### config.mk
export PLATFORM = sky130hd
export DESIGN_NAME = kiwi_execute
export DESIGN_NICKNAME = d
export VERILOG_FILES = /design/src/rtl/kiwi_pkg.sv /design/src/rtl/kiwi_execute.sv
export SDC_FILE = /design/constraint.sdc
export NUM_CORES = 2
export LEC_CHECK = 0
export BUFFER_PORTS_ARGS = -buffer_cell sky130_fd_sc_hd__buf_2
export CORE_UTILIZATION = 45
export DETAILED_ROUTE_END_ITERATION = 12
export PLACE_DENSITY = 0.65
export SYNTH_ARGS = -nofsm -noshare
export SYNTH_HDL_FRONTEND = slang
export SYNTH_SLANG_ARGS = --single-unit
### constraint.sdc
create_clock -name vclk -period 10.4
set_input_delay 1.56 -clock vclk [all_inputs]
set_output_delay 1.56 -clock vclk [all_outputs]
set_load 0.01 [all_outputs]
### src/rtl/kiwi_pkg.sv
package kiwi_pkg;

    typedef logic [4:0]  reg_idx_t;
    typedef logic [31:0] inst_t;
    typedef logic [3:0]  alu_op_t;
    typedef logic [6:0]  opc_t;

    localparam int NUM_REGS = 32;

    // major opcodes of the kept RV64I subset
    localparam opc_t OPC_OP     = 7'b0110011;
    localparam opc_t OPC_OP_IMM = 7'b0010011;
    localparam opc_t OPC_LUI    = 7'b0110111;
    localparam opc_t OPC_AUIPC  = 7'b0010111;
    localparam opc_t OPC_BRANCH = 7'b1100011;
    localparam opc_t OPC_JAL    = 7'b1101111;
    localparam opc_t OPC_JALR   = 7'b1100111;

    // alu operations
    localparam alu_op_t ALU_ADD  = 4'd0;
    localparam alu_op_t ALU_SUB  = 4'd1;
    localparam alu_op_t ALU_AND  = 4'd2;
    localparam alu_op_t ALU_OR   = 4'd3;
    localparam alu_op_t ALU_XOR  = 4'd4;
    localparam alu_op_t ALU_SLL  = 4'd5;
    localparam alu_op_t ALU_SRL  = 4'd6;
    localparam alu_op_t ALU_SRA  = 4'd7;
    localparam alu_op_t ALU_SLT  = 4'd8;
    localparam alu_op_t ALU_SLTU = 4'd9;

endpackage

### src/rtl/kiwi_execute.sv
`timescale 1ns/1ns

module kiwi_execute
    import kiwi_pkg::*;
#(
    parameter int XLEN = 64
) (
    input  logic            dec_valid_i,
    input  logic [XLEN-1:0] dec_pc_i,
    input  logic [XLEN-1:0] dec_op_a_i,
    input  logic [XLEN-1:0] dec_op_b_i,
    input  logic [XLEN-1:0] dec_imm_i,
    input  alu_op_t         dec_alu_op_i,
    input  logic [2:0]      dec_cond_i,
    input  logic            dec_branch_i,
    input  logic            dec_jump_i,
    input  logic            dec_wr_i,
    input  reg_idx_t        dec_rd_i,
    output logic            exe_valid_o,
    output logic            exe_wr_o,
    output reg_idx_t        exe_rd_o,
    output logic [XLEN-1:0] exe_value_o,
    output logic            exe_taken_o,
    output logic [XLEN-1:0] exe_target_o
);

    localparam int SHW = $clog2(XLEN);

    logic [SHW-1:0]  shamt;
    logic            eq;
    logic            lt_s;
    logic            lt_u;
    logic            cond_ok;
    logic [XLEN-1:0] alu_res;
    logic [XLEN-1:0] jump_target;

    assign shamt = dec_op_b_i[SHW-1:0];
    assign eq    = (dec_op_a_i == dec_op_b_i);
    assign lt_s  = ($signed(dec_op_a_i) < $signed(dec_op_b_i));
    assign lt_u  = (dec_op_a_i < dec_op_b_i);

    always_comb begin
        case (dec_alu_op_i)
            ALU_SUB:  alu_res = dec_op_a_i - dec_op_b_i;
            ALU_AND:  alu_res = dec_op_a_i & dec_op_b_i;
            ALU_OR:   alu_res = dec_op_a_i | dec_op_b_i;
            ALU_XOR:  alu_res = dec_op_a_i ^ dec_op_b_i;
            ALU_SLL:  alu_res = dec_op_a_i << shamt;
            ALU_SRL:  alu_res = dec_op_a_i >> shamt;
            ALU_SRA:  alu_res = $unsigned($signed(dec_op_a_i) >>> shamt);
            ALU_SLT:  alu_res = XLEN'(lt_s);
            ALU_SLTU: alu_res = XLEN'(lt_u);
            default:  alu_res = dec_op_a_i + dec_op_b_i;
        endcase
    end

    // funct3 of the branch
    always_comb begin
        case (dec_cond_i)
            3'b000:  cond_ok = eq;
            3'b001:  cond_ok = !eq;
            3'b100:  cond_ok = lt_s;
            3'b101:  cond_ok = !lt_s;
            3'b110:  cond_ok = lt_u;
            3'b111:  cond_ok = !lt_u;
            default: cond_ok = 1'b0;
        endcase
    end

    // op_a is the pc for jal, rs1 for jalr
    assign jump_target = dec_op_a_i + dec_imm_i;

    assign exe_valid_o  = dec_valid_i;
    assign exe_wr_o     = dec_wr_i;
    assign exe_rd_o     = dec_rd_i;
    assign exe_value_o  = dec_jump_i ? dec_pc_i + XLEN'(4) : alu_res;
    assign exe_taken_o  = dec_valid_i && (dec_jump_i || (dec_branch_i && cond_ok));
    assign exe_target_o = dec_jump_i ? {jump_target[XLEN-1:1], 1'b0} : dec_pc_i + dec_imm_i;

endmodule

==> flow_summary.json <==
{
  "dp.cells": 5380,
  "synth_compound_area_share_pct": 35.6,
  "ctsResizeCount": 0,
  "cpLargestDelayFamily": "compound AO/OA/AOI/OAI gates",
  "hold_path.class": "in -> out",
  "ios": 408,
  "synth_fa_ha_area_share_pct": 13.9,
  "cp_common_cell": "a21oi_1",
  "worstMarginPinSlew_ps": 1620,
  "grt_max_degree": 83,
  "slew_viol_final": 4,
  "antenna_found_initial": 17,
  "synth_top_family_by_area": "compound AO/OA/AOI/OAI gates",
  "top_layer": "met5",
  "slew_headroom_pct": -10.9,
  "wl_met2_um": 67100,
  "fin_crit_ps": 8440,
  "wl_met3_um": 24900,
  "grt_pass1_vias": 34609,
  "synth-xor-area-share_pct": 6.63,
  "crit_fanout": 64,
  "rows": 93,
  "layout-drive-gt1-share_pct": 14.1,
  "numPortBuffers": 396,
  "final_cells": 5385,
  "fillerInstances": 6861,
  "seq_cells": 0,
  "holdWs_ps": 3120,
  "syn-cell-area_um2": 29200,
  "grt_pass1_wl_um": 236000,
  "overflow": 0,
  "core_um2": 64200,
  "synth.distinct_cells": 93,
  "syn_area_per_cell_um2": 6.65,
  "crit_path_start_kind": "input pin",
  "violations": "max-capacitance violations, max-slew violations",
  "drt_iter0_drc": 6642,
  "critPathSlowestCell": "o31ai_1",
  "area_delta_synth_final_pct": 7.68,
  "wl_met1_um": 64000,
  "hold_violations": 0,
  "vias": 38509,
  "yosysSeqAreaShare_pct": 0,
  "synth-simple-area-share_pct": 22.1,
  "clockBufferCount": 0,
  "gp_congestion": 1.09,
  "end_kind": "output pin",
  "cpPeakStageDelay_ps": 720,
  "ant_nets": 0,
  "yosysWarnings": 0,
  "setup_violations": 0,
  "fin_util_pct": 49.0,
  "drc": 0,
  "track_usage_pct": 47.4,
  "crit_buf_inv": 3,
  "hpwl_um": 132000,
  "synthMuxAreaShare_pct": 14.3,
  "die_w_um": 257,
  "drt_first_pass_iters": 9,
  "maxCapViolCount": 1,
  "final.setup.tns_ps": 0,
  "cp.required_ps": 8840,
  "syn-num-nets": 4989,
  "fmax_mhz": 119,
  "die-area_um2": 65900,
  "worstPathCellList": "buf_4, clkinv_1, ha_1, nand3_1, a21oi_1, o221ai_1, o31ai_1, a21oi_1, o21a_1, o221a_2, nor2_1, a41oi_1, xnor2_1, a221oi_1, buf_2",
  "synth_cells": 4394,
  "die_h_um": 257,
  "crit_arrival_ps": 6880,
  "outcome": "complete, but fails checks",
  "post-cts-setup-buffers": 0,
  "hold_buffers": 0,
  "rsz0062_at_grt": "false",
  "wirelength_um": 166000,
  "seqCellArea_um2": 0,
  "initial_core_util_pct": 45.5,
  "layout.nets": 5122,
  "drt-vias-per-instance": 7.15,
  "wl_per_cell_um": 30.8,
  "post-route-period-util_pct": 81.1,
  "crit_type": "in -> out"
}
-- synth_stat cells (25+ instances only) --
cell / instances / area (um2)
a211oi_1: 71 / 533
a21o_1: 92 / 691
a21oi_1: 509 / 2550
a221oi_1: 65 / 569
a22oi_1: 34 / 255
a31oi_1: 43 / 269
and3_1: 40 / 250
buf_1: 35 / 131
buf_2: 30 / 150
clkbuf_1: 235 / 882
ha_1: 319 / 3990
inv_1: 231 / 867
mux2i_1: 127 / 1270
mux4_2: 120 / 2700
nand2_1: 392 / 1470
nand2b_1: 33 / 206
nand3_1: 101 / 505
nand4_1: 70 / 438
nor2_1: 525 / 1970
nor2b_1: 43 / 269
nor3_1: 78 / 390
nor4_1: 40 / 250
o211ai_1: 70 / 526
o21a_1: 26 / 195
o21ai_0: 325 / 1630
o21ai_1: 25 / 125
o21bai_1: 58 / 435
o22ai_1: 27 / 169
o31ai_1: 44 / 330
xnor2_1: 141 / 1230
xor2_1: 80 / 701
-- metal layers --
metal | GRT usage (%) | vias to the layer above
li1 | - | 16701
met1 | 64.1 | 18073
met2 | 68.8 | 3133
met3 | 13.7 | 580
met4 | 21.7 | 22
met5 | 0 | -
-- through the flow --
stage,setup slack (ps),cell area [um2]
CTS,2260,31400
detailed placement,2270,31400
finish,1960,31400
global placement,2390,31400
floorplan,2700,29200
global route,1790,31400
-- final timing paths --
path                  slack (ps)               to  cells after the start           from
worst max-delay path        1960  exe_value_o[57]                     15  dec_op_b_i[1]
worst min-delay path        3120      exe_rd_o[2]                      0    dec_rd_i[2]
-- area by class of cell --
class	count	area, um2	share of cell area (%)
repair buffers	446	2380	7.58
inverters	237	893	2.84
well taps	855	1070	3.40
multi-input cells	3842	27100	86.1
diodes	5	12.5	0.0398
-- kinds of logic (layout without fill, tap and decap cells) --
group / count (synthesis) / in the layout
AO/OA/AOI/OAI: 1615 / 1615
XOR/XNOR: 221 / 221
adder cells (fa/ha/maj): 323 / 323
buffers and inverters: 552 / 683
multiplexers: 266 / 266
other: 0 / 5
AND/OR/NAND/NOR: 1417 / 1417
-- cells in the final DEF, fill, tap and decap left out, types with 44 or more instances in the layout --
cell type | synthesis | routed
a221oi_1 | 65 | 64
nor3_1 | 78 | 77
a21o_1 | 92 | 92
nor2_1 | 525 | 522
nand3_1 | 101 | 100
xnor2_1 | 141 | 141
mux4_2 | 120 | 120
a211oi_1 | 71 | 71
inv_1 | 231 | 229
o31ai_1 | 44 | 44
buf_2 | 30 | 390
buf_4 | 15 | 54
o211ai_1 | 70 | 70
nand2_1 | 392 | 392
o21bai_1 | 58 | 58
mux2i_1 | 127 | 127
o21ai_0 | 325 | 325
xor2_1 | 80 | 80
ha_1 | 319 | 319
nand4_1 | 70 | 70
a21oi_1 | 509 | 509
