===== config.mk =====
export PLATFORM = sky130hd
export DESIGN_NAME = kiwi_decode
export DESIGN_NICKNAME = d
export VERILOG_FILES = /design/src/rtl/kiwi_pkg.sv /design/src/rtl/kiwi_decode.sv
export SDC_FILE = /design/constraint.sdc
export NUM_CORES = 1
export LEC_CHECK = 0
export BUFFER_PORTS_ARGS = -buffer_cell sky130_fd_sc_hd__buf_2
export CORE_AREA = 3 3 221 223
export DETAILED_ROUTE_END_ITERATION = 10
export DIE_AREA = 0 0 224 226
export GPL_TIMING_DRIVEN = 0
export PLACE_DENSITY = 0.46
export SETUP_SLACK_MARGIN = 0.02
export SKIP_CTS_REPAIR_TIMING = 1
export SLEW_MARGIN = 20
export SYNTH_ARGS = -nofsm -noshare
export SYNTH_HDL_FRONTEND = slang
export SYNTH_SLANG_ARGS = --single-unit

===== constraint.sdc =====
create_clock -name clk -period 1.97 [get_ports clk]
set_input_delay 0.394 -clock clk [delete_from_list [all_inputs] [get_ports clk]]
set_output_delay 0.394 -clock clk [all_outputs]
set_load 0.01 [all_outputs]

===== src/rtl/kiwi_pkg.sv =====
package kiwi_pkg;

    typedef logic [4:0]  reg_idx_t;
    typedef logic [31:0] inst_t;
    typedef logic [3:0]  alu_op_t;
    typedef logic [6:0]  opc_t;

    localparam int NUM_REGS = 32;

    // major opcodes of the kept RV64I subset
    localparam opc_t OPC_OP     = 7'b0110011;
    localparam opc_t OPC_OP_IMM = 7'b0010011;
    localparam opc_t OPC_LUI    = 7'b0110111;
    localparam opc_t OPC_AUIPC  = 7'b0010111;
    localparam opc_t OPC_BRANCH = 7'b1100011;
    localparam opc_t OPC_JAL    = 7'b1101111;
    localparam opc_t OPC_JALR   = 7'b1100111;

    // alu operations
    localparam alu_op_t ALU_ADD  = 4'd0;
    localparam alu_op_t ALU_SUB  = 4'd1;
    localparam alu_op_t ALU_AND  = 4'd2;
    localparam alu_op_t ALU_OR   = 4'd3;
    localparam alu_op_t ALU_XOR  = 4'd4;
    localparam alu_op_t ALU_SLL  = 4'd5;
    localparam alu_op_t ALU_SRL  = 4'd6;
    localparam alu_op_t ALU_SRA  = 4'd7;
    localparam alu_op_t ALU_SLT  = 4'd8;
    localparam alu_op_t ALU_SLTU = 4'd9;

endpackage


===== src/rtl/kiwi_decode.sv =====
`timescale 1ns/1ns

module kiwi_decode
    import kiwi_pkg::*;
#(
    parameter int XLEN = 64
) (
    input  logic            clk,
    input  logic            rst_n_i,
    input  logic            inst_valid_i,
    input  logic [XLEN-1:0] inst_pc_i,
    input  inst_t           inst_i,
    input  logic [XLEN-1:0] rf_rs1_value_i,
    input  logic [XLEN-1:0] rf_rs2_value_i,
    input  logic [XLEN-1:0] exe_value_i,
    input  logic            exe_taken_i,
    output reg_idx_t        rf_rs1_o,
    output reg_idx_t        rf_rs2_o,
    output logic            dec_valid_o,
    output logic [XLEN-1:0] dec_pc_o,
    output logic [XLEN-1:0] dec_op_a_o,
    output logic [XLEN-1:0] dec_op_b_o,
    output logic [XLEN-1:0] dec_imm_o,
    output alu_op_t         dec_alu_op_o,
    output logic [2:0]      dec_cond_o,
    output logic            dec_branch_o,
    output logic            dec_jump_o,
    output logic            dec_wr_o,
    output reg_idx_t        dec_rd_o
);

    opc_t            opc;
    logic [2:0]      funct3;
    logic [XLEN-1:0] imm_i;
    logic [XLEN-1:0] imm_u;
    logic [XLEN-1:0] imm_b;
    logic [XLEN-1:0] imm_j;
    logic            fwd_rs1;
    logic            fwd_rs2;
    logic [XLEN-1:0] rs1_value;
    logic [XLEN-1:0] rs2_value;
    alu_op_t         alu_fn;
    alu_op_t         alu_op;
    logic [XLEN-1:0] imm;
    logic [XLEN-1:0] op_a;
    logic [XLEN-1:0] op_b;
    logic            is_branch;
    logic            is_jump;
    logic            wr;

    assign opc      = inst_i[6:0];
    assign funct3   = inst_i[14:12];
    assign rf_rs1_o = inst_i[19:15];
    assign rf_rs2_o = inst_i[24:20];

    assign imm_i = XLEN'($signed(inst_i[31:20]));
    assign imm_u = XLEN'($signed({inst_i[31:12], 12'b0}));
    assign imm_b = XLEN'($signed({inst_i[31], inst_i[7], inst_i[30:25], inst_i[11:8], 1'b0}));
    assign imm_j = XLEN'($signed({inst_i[31], inst_i[19:12], inst_i[20], inst_i[30:21], 1'b0}));

    // bypass from the instruction now in execute
    assign fwd_rs1   = dec_valid_o && dec_wr_o && (dec_rd_o != '0) && (dec_rd_o == rf_rs1_o);
    assign fwd_rs2   = dec_valid_o && dec_wr_o && (dec_rd_o != '0) && (dec_rd_o == rf_rs2_o);
    assign rs1_value = fwd_rs1 ? exe_value_i : rf_rs1_value_i;
    assign rs2_value = fwd_rs2 ? exe_value_i : rf_rs2_value_i;

    // inst[30] picks sub and sra, but only reg-reg for sub
    always_comb begin
        case (funct3)
            3'b000:  alu_fn = (opc == OPC_OP && inst_i[30]) ? ALU_SUB : ALU_ADD;
            3'b001:  alu_fn = ALU_SLL;
            3'b010:  alu_fn = ALU_SLT;
            3'b011:  alu_fn = ALU_SLTU;
            3'b100:  alu_fn = ALU_XOR;
            3'b101:  alu_fn = inst_i[30] ? ALU_SRA : ALU_SRL;
            3'b110:  alu_fn = ALU_OR;
            default: alu_fn = ALU_AND;
        endcase
    end

    always_comb begin
        alu_op    = ALU_ADD;
        imm       = imm_i;
        op_a      = rs1_value;
        op_b      = imm_i;
        is_branch = 1'b0;
        is_jump   = 1'b0;
        wr        = 1'b0;
        case (opc)
            OPC_OP: begin
                alu_op = alu_fn;
                op_b   = rs2_value;
                wr     = 1'b1;
            end
            OPC_OP_IMM: begin
                alu_op = alu_fn;
                wr     = 1'b1;
            end
            OPC_LUI: begin
                imm  = imm_u;
                op_a = '0;
                op_b = imm_u;
                wr   = 1'b1;
            end
            OPC_AUIPC: begin
                imm  = imm_u;
                op_a = inst_pc_i;
                op_b = imm_u;
                wr   = 1'b1;
            end
            OPC_BRANCH: begin
                imm       = imm_b;
                op_b      = rs2_value;
                is_branch = 1'b1;
            end
            // jal carries its pc in op_a so execute forms both targets alike
            OPC_JAL: begin
                imm     = imm_j;
                op_a    = inst_pc_i;
                op_b    = imm_j;
                is_jump = 1'b1;
                wr      = 1'b1;
            end
            OPC_JALR: begin
                is_jump = 1'b1;
                wr      = 1'b1;
            end
            default: begin
            end
        endcase
    end

    // the slot right after a taken branch or jump is dropped
    always_ff @(posedge clk) begin
        if (!rst_n_i) begin
            dec_valid_o <= 1'b0;
        end else begin
            dec_valid_o <= inst_valid_i && !exe_taken_i;
        end
    end

    always_ff @(posedge clk) begin
        dec_pc_o     <= inst_pc_i;
        dec_op_a_o   <= op_a;
        dec_op_b_o   <= op_b;
        dec_imm_o    <= imm;
        dec_alu_op_o <= alu_op;
        dec_cond_o   <= funct3;
        dec_branch_o <= is_branch;
        dec_jump_o   <= is_jump;
        dec_wr_o     <= wr;
        dec_rd_o     <= inst_i[11:7];
    end

endmodule


==> results.json <==
{
  "multi_input_area_sq_um": 3100,
  "cp_slowest_cell": "or3_1",
  "fillers": 5038,
  "root_buffer": "clkbuf_16",
  "yosysUniqueCellTypes": 40,
  "r2r_cells": 8,
  "crit_required_ns": 2.43,
  "num_rows": 79,
  "grt_max_degree": 34,
  "routed_wl_mm": 44.5,
  "p_sw_uw": 2950,
  "final.period_utilization": 1.04,
  "vias_per_cell": 4.04,
  "finalInstanceArea_sq_um": 14100,
  "drive_gt1_frac": 0.491,
  "gp_congestion": 0.838,
  "finalHoldViolCount": 0,
  "clkSinkCount": 240,
  "initial_core_util": 0.176,
  "dr.pass1.iters": 4,
  "grt_antenna_before_repair": 15,
  "rsz0062_at_grt": "yes",
  "outcome": "finished, violations left",
  "p_sw_frac": 0.245,
  "avgRoutedWirePerCell_microns": 20.7,
  "first_global_vias": 8679,
  "critPathLaunchType": "register",
  "max_stage_delay_ns": 0.36,
  "p_per_area_nw_per_um2": 854,
  "num_vias": 8676,
  "hold_end": "dec_cond_o[0]$_DFF_P_",
  "setup_slack_ns": -0.0697,
  "crit_type": "register to register",
  "htree_num_levels": 1,
  "yosys_most_used_dff": "dfxtp_1",
  "avgSynthCellArea_sq_um": 9.89,
  "violations": "setup timing",
  "placed_cell_area_sq_um": 11900,
  "tightest_slew_ns": 0.813,
  "r2r_end": "dec_op_b_o[48]$_DFF_P_",
  "dieArea_sq_um": 50600,
  "drt-initial-drc-count": 345,
  "netlist_instances": 834,
  "maxCapViolCount": 0,
  "yosys_warnings": 0,
  "cts_tree": "done",
  "clk_path_buf_depth": 3,
  "combPwrFrac": 0.124,
  "nNetsFinal": 1810,
  "core_area_sq_um": 46800,
  "syn-cell-area_sq_um": 8250,
  "internal-power_uw": 9090,
  "cp.arrival_ns": 2.50,
  "setup_viol": 67,
  "ant_nets": 0,
  "slew_violations": 0,
  "hp-start": "inst_i[12]",
  "max_slew_margin": 0.458,
  "synth_edf_count": 0,
  "gr-usage-all-layers": 0.162,
  "clock_latency_ns": 0.55,
  "fmax_ghz": 0.490,
  "dp_slack_ns": -1.10,
  "drc": 0,
  "cp_max_fo": 10,
  "io_buffer_count": 573,
  "dp_hpwl_mm": 35.4,
  "boundaryPins": 574,
  "ys_seq_elements": 240,
  "die_w_microns": 224,
  "final_util": 0.302,
  "grt_pass1_wl_mm": 59.7,
  "period_needed_ns": 2.04,
  "clock_skew_ns": 0.0180,
  "crit_path_end_kind": "register",
  "numCtsBuffers": 27,
  "hold_class": "input port to register",
  "seqPwrFrac": 0.434,
  "cp_cell_sequence": "or3_1 -> o311a_1 -> buf_6 -> nand3_4 -> buf_12 -> buf_8 -> nand2_1 -> a31oi_1",
  "yosysSeqAreaShare": 0.583,
  "clk_pin_slew_ns": 0.06,
  "hold_depth": 1,
  "ir_drop_mv": 0.484,
  "grt_overflow": 0,
  "area_delta_synth_final_pct": 71.1,
  "async_flop_share": 0,
  "seq_area_sq_um": 4820,
  "reg2reg_from": "dec_rd_o[2]$_DFF_P_",
  "synth_nets": 1126,
  "floorplan.die.height_microns": 226,
  "r2r_slack_ns": -0.07,
  "pwr-share-clk": 0.443,
  "leakagePower_uw": 0.00657
}
critical path: cells and delay by family (launching register included):
kind,cells,cell delay (ns)
compound gates,2,0.52
buf+inv,3,0.45
flops,1,0.35
simple gates,3,0.61
routing by layer:
metal | up-vias | GRT usage | share of wire
met2 | 414 | 0.297 | 0.51
met3 | 68 | 0.0491 | 0.075
met5 | - | 0 | 0.0010
met1 | 4022 | 0.181 | 0.39
li1 | 4166 | - | -
met4 | 6 | 0.0460 | 0.026
flip-flops by register name, indices dropped and copies added, names as in the netlist:
name	flops
dec_op_b_o	64
dec_rd_o	5
dec_op_a_o	64
dec_valid_o	1
dec_imm_o	32
dec_alu_op_o	4
dec_pc_o	64
dec_wr_o	1
dec_branch_o	1
dec_jump_o	1
dec_cond_o	3
final cells by class:
| class | count | share of cell area |
|---|---|---|
| inverter | 2 | 0.000532 |
| timing repair buffer | 656 | 0.266 |
| clock inverter | 9 | 0.00923 |
| buffer | 94 | 0.0512 |
| antenna | 5 | 0.000887 |
| tap | 607 | 0.0538 |
| multi-input combinational | 497 | 0.220 |
| sequential | 240 | 0.342 |
| clock buffer | 40 | 0.0577 |
power groups by stage:
stage	registers, uW	clock network, uW	logic [uW]
2_1_floorplan	5480	0	318
3_3_place_gp	5330	0	1340
3_5_place_dp	5330	0	1340
4_1_cts	5230	5500	1350
5_1_grt	5250	5680	1620
6_report	5220	5330	1490
cells in the mapped netlist (4+ instances only):
| library cell | count | area share |
|---|---|---|
| xor2_1 | 8 | 0.0085 |
| and3_1 | 10 | 0.0076 |
| nor2_1 | 12 | 0.0055 |
| a31oi_1 | 40 | 0.030 |
| o21ai_0 | 73 | 0.044 |
| and2_1 | 7 | 0.0053 |
| buf_4 | 48 | 0.044 |
| nand2_1 | 208 | 0.095 |
| a22o_1 | 5 | 0.0053 |
| a32oi_1 | 11 | 0.012 |
| o21ai_1 | 6 | 0.0036 |
| buf_2 | 4 | 0.0024 |
| nor3_1 | 4 | 0.0024 |
| buf_6 | 8 | 0.011 |
| nand3_1 | 10 | 0.0061 |
| clkbuf_1 | 33 | 0.015 |
| dfxtp_1 | 240 | 0.58 |
| mux2i_1 | 69 | 0.084 |
| a221oi_1 | 7 | 0.0074 |
how the worst max path moves through the flow:
stage	start	endpoint	slack, ns
floorplan	dec_rd_o[2]$_DFF_P_	dec_op_b_o[1]$_DFF_P_	0.17
global route	dec_rd_o[2]$_DFF_P_	dec_op_b_o[47]$_DFF_P_	-0.17
CTS	dec_rd_o[3]$_DFF_P_	dec_op_b_o[28]$_DFF_P_	-0.69
finish	dec_rd_o[2]$_DFF_P_	dec_op_b_o[48]$_DFF_P_	-0.07
global placement	inst_i[6]	dec_op_b_o[63]$_DFF_P_	-1.15
detailed placement	inst_i[6]	dec_op_a_o[54]$_DFF_P_	-1.10
cell families (layout without fill, tap and decap cells):
logic type,Yosys count,after routing,share of synthesized area
simple gates,267,267,0.138
flops,240,240,0.583
compound gates,151,151,0.111
buf+inv,97,801,0.0739
mux,69,69,0.0838
xor+xnor,10,10,0.0106
other cells,0,5,0
stage by stage:
step / total power [uW] / hold WS (ns) / setup TNS, ns / cells
after global placement: 6660 / 0.511 / -124.90 / 2014
final: 12000 / 0.0415 / -1.79 / 2150
after CTS: 12100 / -0.0864 / -71.33 / 2063
after detailed placement: 6680 / 0.512 / -114.78 / 2014
after global routing: 12500 / 0.0229 / -11.16 / 2148
after floorplan: 5800 / 0.422 / 0 / 834
cell usage in the layout, fill, tap and decap left out, types with 4 or more instances in the layout:
cell type,Yosys,final
a31oi_1,40,38
dlygate4sd3_1,0,69
o21ai_1,6,22
and3_1,10,9
dfxtp_1,240,236
buf_8,0,8
buf_2,4,578
clkbuf_1,33,21
clkbuf_8,0,9
clkinvlp_4,0,4
o21ai_0,73,55
mux2i_4,0,4
buf_4,48,51
nand2_4,0,8
xor2_1,8,8
mux2i_1,69,61
buf_6,8,5
a22o_1,5,5
nand2_2,0,11
diode_2,0,5
clkbuf_2,0,10
and2_1,7,7
a221oi_1,7,5
nor2_1,12,11
mux2i_2,0,4
buf_12,0,6
a32oi_1,11,9
nand2_1,208,189
clkbuf_16,0,30
nand3_1,10,9
No activity file was read; power rests on OpenSTA's default activity.
